===== src/design/fp_pkg.sv =====
package fp_pkg;

	// ------------------------------------------------------------------------
	// single-precision field layout
	// ------------------------------------------------------------------------
	localparam int EXP_W = 8;
	localparam int MAN_W = 23;
	localparam int EXP_BIAS = 127;
	localparam int EXP_MAX = 254; // largest finite biased exponent

	typedef logic [EXP_W+MAN_W:0] float_t;
	typedef logic [EXP_W-1:0] exp_t;
	typedef logic [MAN_W-1:0] man_t;

	function automatic logic sign_of(float_t f);
		return f[EXP_W+MAN_W];
	endfunction

	function automatic exp_t exp_of(float_t f);
		return f[EXP_W+MAN_W-1:MAN_W];
	endfunction

	function automatic man_t man_of(float_t f);
		return f[MAN_W-1:0];
	endfunction

endpackage


===== src/design/node_pkg.sv =====
package node_pkg;

	localparam int N_INPUTS = 10;

	typedef logic [3:0] index_t;

	// element 0 sits in the leftmost slot, so WEIGHTS[i] belongs to activation i
	typedef fp_pkg::float_t [0:N_INPUTS-1] weight_vec_t;

	localparam weight_vec_t REF_WEIGHTS = '{
		32'hBEF28A3B,
		32'h3E9CFBFA,
		32'h3F061ECA,
		32'hBE01ED80,
		32'hBEF49A5E,
		32'h3B7FD1CD,
		32'hBF20A20A,
		32'h3E0B1607,
		32'h3EC0EDA5,
		32'h3CA5FB5D
	};

endpackage


===== src/design/sample_if.sv =====
`timescale 1ns/1ps

interface sample_if;
	import fp_pkg::*;
	import node_pkg::*;

	logic start; // one-cycle launch of a weighted sum
	logic busy; // high while execute owns the buffer
	index_t rd_index;
	float_t rd_data;

	modport decode (
		output start,
		output rd_data,
		input busy,
		input rd_index
	);

	modport execute (
		input start,
		input rd_data,
		output busy,
		output rd_index
	);

endinterface


===== src/design/sample_decode.sv =====
`timescale 1ns/1ps

module sample_decode (
	input logic clk,
	input logic rst_n,
	input logic in_valid,
	input node_pkg::index_t in_index,
	input fp_pkg::float_t in_data,
	sample_if.decode smp,
	output logic overrun
);
	import fp_pkg::*;
	import node_pkg::*;

	float_t buffer [N_INPUTS];
	logic accept;
	logic in_range;
	logic last;

	// a sum in flight owns the buffer until execute drops busy
	assign accept = in_valid && !smp.start && !smp.busy;
	assign in_range = in_index < N_INPUTS;
	assign last = in_index == index_t'(N_INPUTS - 1);

	// ------------------------------------------------------------------------
	// activation buffer and launch
	// ------------------------------------------------------------------------
	always_ff @(posedge clk)
	begin
		if (!rst_n)
		begin
			for (int i = 0; i < N_INPUTS; i++)
			begin
				buffer[i] <= '0;
			end
			smp.start <= 1'b0;
			overrun <= 1'b0;
		end
		else
		begin
			smp.start <= accept && last;
			if (accept && in_range)
			begin
				buffer[in_index] <= in_data;
			end
			if (in_valid && !accept)
			begin
				overrun <= 1'b1; // sticky until reset
			end
		end
	end

	assign smp.rd_data = (smp.rd_index < N_INPUTS) ? buffer[smp.rd_index] : '0;

endmodule


===== src/design/float_mult.sv =====
`timescale 1ns/1ps

module float_mult (
	input fp_pkg::float_t x,
	input fp_pkg::float_t y,
	output fp_pkg::float_t z
);
	import fp_pkg::*;

	logic sgn;
	logic [47:0] prod;
	logic signed [9:0] e_res;
	man_t m_res;
	logic zero_in;

	always_comb
	begin
		sgn = sign_of(x) ^ sign_of(y);
		zero_in = (exp_of(x) == '0) || (exp_of(y) == '0); // denormals count as zero
		prod = {1'b1, man_of(x)} * {1'b1, man_of(y)};
		e_res = 10'(exp_of(x)) + 10'(exp_of(y)) - 10'(EXP_BIAS);

		// product of two 1.x mantissas lies in [1, 4)
		if (prod[47])
		begin
			m_res = prod[46:24];
			e_res = e_res + 10'sd1;
		end
		else
		begin
			m_res = prod[45:23];
		end

		if (zero_in || e_res <= 0)
		begin
			z = '0;
		end
		else if (e_res > EXP_MAX)
		begin
			z = {sgn, exp_t'(EXP_MAX), {MAN_W{1'b1}}}; // saturate to largest finite
		end
		else
		begin
			z = {sgn, e_res[EXP_W-1:0], m_res};
		end
	end

endmodule


===== src/design/float_adder.sv =====
`timescale 1ns/1ps

module float_adder (
	input fp_pkg::float_t a,
	input fp_pkg::float_t b,
	output fp_pkg::float_t sum
);
	import fp_pkg::*;

	float_t big;
	float_t lesser;
	exp_t diff;
	logic [24:0] m_big; // carry bit, hidden bit, fraction
	logic [24:0] m_small;
	logic [24:0] m_raw;
	logic [24:0] m_norm;
	logic [4:0] lz;
	logic signed [9:0] e_res;

	always_comb
	begin
		// magnitude order falls out of the raw bits for normal numbers
		if (a[30:0] >= b[30:0])
		begin
			big = a;
			lesser = b;
		end
		else
		begin
			big = b;
			lesser = a;
		end

		diff = exp_of(big) - exp_of(lesser);
		m_big = (exp_of(big) == '0) ? '0 : {2'b01, man_of(big)};
		m_small = (exp_of(lesser) == '0) ? '0 : {2'b01, man_of(lesser)};
		m_small = m_small >> diff; // bits shifted out are truncated

		if (sign_of(big) == sign_of(lesser))
		begin
			m_raw = m_big + m_small;
		end
		else
		begin
			m_raw = m_big - m_small;
		end

		lz = '0;
		for (int i = 0; i < 24; i++)
		begin
			if (m_raw[i])
			begin
				lz = 5'(23 - i); // highest set bit wins
			end
		end

		if (m_raw[24])
		begin
			m_norm = m_raw >> 1;
			e_res = 10'(exp_of(big)) + 10'sd1;
		end
		else
		begin
			m_norm = m_raw << lz;
			e_res = 10'(exp_of(big)) - 10'(lz);
		end

		if (m_raw == '0 || e_res <= 0)
		begin
			sum = '0; // exact cancellation is +0
		end
		else if (e_res > EXP_MAX)
		begin
			sum = {sign_of(big), exp_t'(EXP_MAX), {MAN_W{1'b1}}};
		end
		else
		begin
			sum = {sign_of(big), e_res[EXP_W-1:0], m_norm[MAN_W-1:0]};
		end
	end

endmodule


===== src/design/node_execute.sv =====
`timescale 1ns/1ps

module node_execute #(
	parameter node_pkg::weight_vec_t WEIGHTS = node_pkg::REF_WEIGHTS
) (
	input logic clk,
	input logic rst_n,
	sample_if.execute smp,
	output logic sum_valid,
	output fp_pkg::float_t sum
);
	import fp_pkg::*;
	import node_pkg::*;

	typedef enum logic [1:0] {
		IDLE,
		ACCUM,
		DONE
	} state_t;

	state_t state;
	index_t idx;
	float_t acc;
	float_t weight;
	float_t product;
	float_t acc_next;

	assign weight = WEIGHTS[idx]; // idx never passes the last element

	float_mult u_mult (
		.x(smp.rd_data),
		.y(weight),
		.z(product)
	);

	float_adder u_add (
		.a(acc),
		.b(product),
		.sum(acc_next)
	);

	// ------------------------------------------------------------------------
	// one multiply-accumulate per cycle over the ten elements
	// ------------------------------------------------------------------------
	always_ff @(posedge clk)
	begin
		if (!rst_n)
		begin
			state <= IDLE;
			idx <= '0;
		end
		else
		begin
			case (state)
				IDLE:
				begin
					if (smp.start)
					begin
						state <= ACCUM;
						idx <= '0;
					end
				end
				ACCUM:
				begin
					if (idx == index_t'(N_INPUTS - 1))
					begin
						state <= DONE;
					end
					else
					begin
						idx <= idx + 1'b1;
					end
				end
				default:
				begin
					state <= IDLE; // DONE lasts one cycle
				end
			endcase
		end
	end

	always_ff @(posedge clk)
	begin
		if (state == IDLE && smp.start)
		begin
			acc <= '0;
		end
		else if (state == ACCUM)
		begin
			acc <= acc_next;
		end
	end

	assign smp.busy = state != IDLE;
	assign smp.rd_index = idx;
	assign sum_valid = state == DONE;
	assign sum = acc;

endmodule


===== src/design/node_result.sv =====
`timescale 1ns/1ps

module node_result (
	input logic clk,
	input logic rst_n,
	input logic sum_valid,
	input fp_pkg::float_t sum,
	output logic out_valid,
	output fp_pkg::float_t out_data,
	output logic clamped
);
	import fp_pkg::*;

	always_ff @(posedge clk)
	begin
		if (!rst_n)
		begin
			out_valid <= 1'b0;
			clamped <= 1'b0;
		end
		else
		begin
			out_valid <= sum_valid;
			if (sum_valid)
			begin
				clamped <= sign_of(sum); // a -0 sum is clamped too
			end
		end
	end

	// relu on the way into the output register
	always_ff @(posedge clk)
	begin
		if (sum_valid)
		begin
			out_data <= sign_of(sum) ? '0 : sum;
		end
	end

endmodule


===== src/design/node_top.sv =====
`timescale 1ns/1ps

module node_top #(
	parameter node_pkg::weight_vec_t WEIGHTS = node_pkg::REF_WEIGHTS
) (
	input logic clk,
	input logic rst_n,
	input logic in_valid,
	input node_pkg::index_t in_index,
	input fp_pkg::float_t in_data,
	output logic out_valid,
	output fp_pkg::float_t out_data,
	output logic clamped,
	output logic overrun
);
	import fp_pkg::*;

	logic sum_valid;
	float_t sum;

	sample_if smp ();

	sample_decode u_decode (
		.clk(clk),
		.rst_n(rst_n),
		.in_valid(in_valid),
		.in_index(in_index),
		.in_data(in_data),
		.smp(smp.decode),
		.overrun(overrun)
	);

	node_execute #(
		.WEIGHTS(WEIGHTS)
	) u_execute (
		.clk(clk),
		.rst_n(rst_n),
		.smp(smp.execute),
		.sum_valid(sum_valid),
		.sum(sum)
	);

	node_result u_result (
		.clk(clk),
		.rst_n(rst_n),
		.sum_valid(sum_valid),
		.sum(sum),
		.out_valid(out_valid),
		.out_data(out_data),
		.clamped(clamped)
	);

endmodule


===== config.mk =====
export PLATFORM = sky130hd
export DESIGN_NAME = node_top
export DESIGN_NICKNAME = d
export VERILOG_FILES = /design/src/design/fp_pkg.sv /design/src/design/node_pkg.sv /design/src/design/sample_if.sv /design/src/design/sample_decode.sv /design/src/design/float_mult.sv /design/src/design/float_adder.sv /design/src/design/node_execute.sv /design/src/design/node_result.sv /design/src/design/node_top.sv
export SDC_FILE = /design/constraint.sdc
export NUM_CORES = 2
export LEC_CHECK = 0
export ABC_AREA = 1
export BUFFER_PORTS_ARGS = -buffer_cell sky130_fd_sc_hd__buf_4
export CORE_AREA = 2 2 369 371
export DETAILED_ROUTE_END_ITERATION = 8
export DIE_AREA = 0 0 371 373
export GPL_ROUTABILITY_DRIVEN = 0
export HOLD_SLACK_MARGIN = 0.05
export PLACE_DENSITY = 0.49
export SLEW_MARGIN = 10
export SYNTH_ARGS = -nofsm -noshare
export SYNTH_HDL_FRONTEND = slang
export SYNTH_SLANG_ARGS = --single-unit

===== constraint.sdc =====
create_clock -name clk -period 25.7 [get_ports clk]
set_input_delay 2.57 -clock clk [delete_from_list [all_inputs] [get_ports clk]]
set_output_delay 2.57 -clock clk [all_outputs]
set_load 0.02 [all_outputs]

==> results.py <==
metrics = {
    "floorplan": {
        "row_count": 135,
        "ports_placed_on_the_boundary": 74,
        "core_area_um2": 135000,
        "floorplan.initialDensity": 0.377,
        "dieHeight_um": 373,
        "die_width_um": 371,
        "die-area_um2": 138000,
    },
    "clocking": {
        "cts-buffers-inserted": 70,
        "tritoncts_num_sinks": 589,
        "post-cts-setup-buffers": 0,
        "cts_tree": "yes",
        "cts_max_path_buffers": 3,
        "number_of_h_tree_levels": 3,
        "ctsHoldBuffers": 0,
        "cts.clk_slew.worst_paths_ns": 0.06,
        "clk-insertion-delay-late_ns": 0.65,
        "clock_tree.root_cell": "sky130_fd_sc_hd__clkbuf_16",
        "cts_resized": 0,
    },
    "job": {
        "cap_viol_max_count": 0,
    },
    "sta": {
        "timing.clock.skew_ns": 0.0239,
        "achievable-frequency_ghz": 0.0428,
        "final_period_minus_worst_setup_slack_ns": 23.35,
        "drv_slew": 0,
        "slew_headroom": 0.158,
        "final.setup.tns_ns": 0,
        "grt_setup_unrepaired": "false",
        "setup-violations-final": 0,
        "final_min_period_over_clock_period": 0.909,
        "final_hold_violation_count": 0,
        "tightest_slew_ns": 1.26,
    },
    "drt": {
        "drt-total-wl_um": 176000,
        "first_iter_violations": 3950,
        "routed_via_density": 5.22,
        "drc_errors": 0,
        "route.vias.total": 41599,
        "postRouteAntennaNets": 0,
        "wl_per_cell_um": 22.1,
        "drt_pre_antenna_iters": 6,
    },
    "critical_path": {
        "reg2regPathDepth": 108,
        "critPathLaunchType": "flop",
        "crit_family": "simple AND/OR/NAND/NOR gates",
        "cpMaxStageDelayCell": "sky130_fd_sc_hd__ha_1",
        "worst_ep_required_time_ns": 26.27,
        "number_of_cells_on_the_critical_path": 108,
        "timing.critical_path.slowest_cell_delay_ns": 1.01,
        "critical_path.endpoint_type": "flop",
        "worst-setup-path-type": "flop to flop",
        "ff2ff_setup_slack_ns": 2.35,
        "worst_path_most_repeated_cell": "sky130_fd_sc_hd__nand2_1",
        "critical_path_arrival_ns": 23.92,
        "timing.critical_path.fanout_max": 71,
        "combined_buffer_and_inverter_count_along_the_critical_path": 18,
    },
    "worst_hold_path": {
        "hp-class": "flop to flop",
        "worst_hold_path.num_cells": 2,
    },
    "logic_synthesis": {
        "synth_enable_flop_cells": 543,
        "synth_seq_cells": 589,
        "postSynth.topFlopCell": "sky130_fd_sc_hd__edfxtp_1",
        "syn-mean-instance-area_um2": 8.44,
        "synthDominantCellAreaShare": 0.322,
        "synthesis.instances": 6006,
        "mappedNetlistArea_um2": 50700,
        "seq_area_frac_synth": 0.340,
        "yosys_warnings": 0,
        "yosys.cell_types.count": 59,
        "post-synth-top-area-cell": "sky130_fd_sc_hd__edfxtp_1",
        "ys_top_cells_by_area": "sky130_fd_sc_hd__edfxtp_1 32%, sky130_fd_sc_hd__fa_1 19%, sky130_fd_sc_hd__nand2_1 8.7%, sky130_fd_sc_hd__nor2_1 6.9%, sky130_fd_sc_hd__inv_1 6.7%",
        "postSynth.asyncResetShare": 0,
    },
    "global_routing": {
        "first_global_vias": 40733,
        "grt.total_usage": 0.254,
        "global_route_wire_length_before_repair_um": 263000,
        "antenna_found_initial": 0,
        "grt_max_degree": 157,
        "globalRoute.totalOverflow": 0,
    },
    "layout": {
        "mostFrequentLayoutCells": "1165 x sky130_fd_sc_hd__nand2_1, 931 x sky130_fd_sc_hd__nor2_1, 899 x sky130_fd_sc_hd__inv_1, 543 x sky130_fd_sc_hd__edfxtp_1, 484 x sky130_fd_sc_hd__fa_1",
        "drive_above_1_share": 0.0569,
        "layout_commonest_cell": "sky130_fd_sc_hd__nand2_1",
        "synthToLayoutAreaGrowth_pct": 10.4,
        "finalNetCount": 6899,
        "antenna_cells_inserted": 0,
        "layout.cell_area.non_filler_um2": 56000,
    },
    "run_status": {
        "outcome": "finished, final reports clean",
    },
    "place": {
        "dpl-instance-area_um2": 53700,
        "dp_hpwl_um": 128000,
        "place.port_buffers": 72,
    },
}
==> layer usage <==
metal	GRT usage	routed length, um
met1	0.354	78400
met2	0.411	81500
met3	0.0284	10200
met4	0.0797	5770
met5	0	0
==> synth_stat cells (all sizes together), types with 6 or more instances <==
library cell / instances
edfxtp: 543
o22ai: 27
a211oi: 12
o221ai: 84
xnor2: 28
fa: 484
a21o: 6
dfxtp: 46
nand2: 1199
nor4: 9
a31oi: 18
nor2: 943
clkinv: 13
clkbuf: 220
a21oi: 184
nand3: 313
a221oi: 7
inv: 919
o21ai: 428
buf: 65
xor2: 59
nor3: 27
nand4: 43
ha: 245
o211ai: 45
==> through the flow <==
stage	util	hold WS, ns	setup slack [ns]	cells
after global placement	0.399	0.457	3.00	7840
after floorplan	-	0.455	6.96	6198
after global routing	0.416	0.513	0.415	7965
final	0.416	0.473	2.35	7965
after CTS	0.416	0.482	2.65	7965
after detailed placement	0.399	0.468	2.74	7840
==> registers in the layout, indices dropped and copies added (netlist names), 2 cells and up, named ones only <==
name	count
u_decode.buffer	512
u_execute.sum	32
u_result.out_data	31
u_execute.smp.rd_index	4
u_execute.state	2
==> cells by family (layout without fill, tap and decap cells) <==
kind of cell	after synthesis	in the layout	synth area share
AOI/OAI and AO/OA	836	836	0.0956
DFF	589	589	0.340
and+or+nand+nor	2544	2544	0.204
xor gates and xnor gates	87	87	0.0157
other	1	193	0.0000740
buffers and inverters	1217	1203	0.0929
muxes	3	3	0.000592
adders and majority gates	729	729	0.252
==> cell type report <==
cell class | instances | area [um2]
tap | 1781 | 2230
timing repair buffer | 146 | 1110
clock inverter | 36 | 400
fill | 13735 | 78700
clock buffer | 89 | 1890
inverter | 932 | 3510
sequential | 589 | 17200
multi-input combinational | 4392 | 29600
==> tightest hold or removal path, cell delays in order (launching register included) <==
cell and delay (ns):
sky130_fd_sc_hd__dfxtp_1 0.33, sky130_fd_sc_hd__a21oi_1 0.04, sky130_fd_sc_hd__nor2_1 0.07
==> final timing paths <==
check / start / to
setup reg to reg: flop / u_execute.sum[30]
hold / removal: u_decode.overrun / u_decode.overrun
setup / recovery: flop / u_execute.sum[30]
hold reg to reg: u_decode.overrun / u_decode.overrun
Power is not shown: default switching activity piles up to over one toggle a cycle in this logic, so the estimate is an artifact.
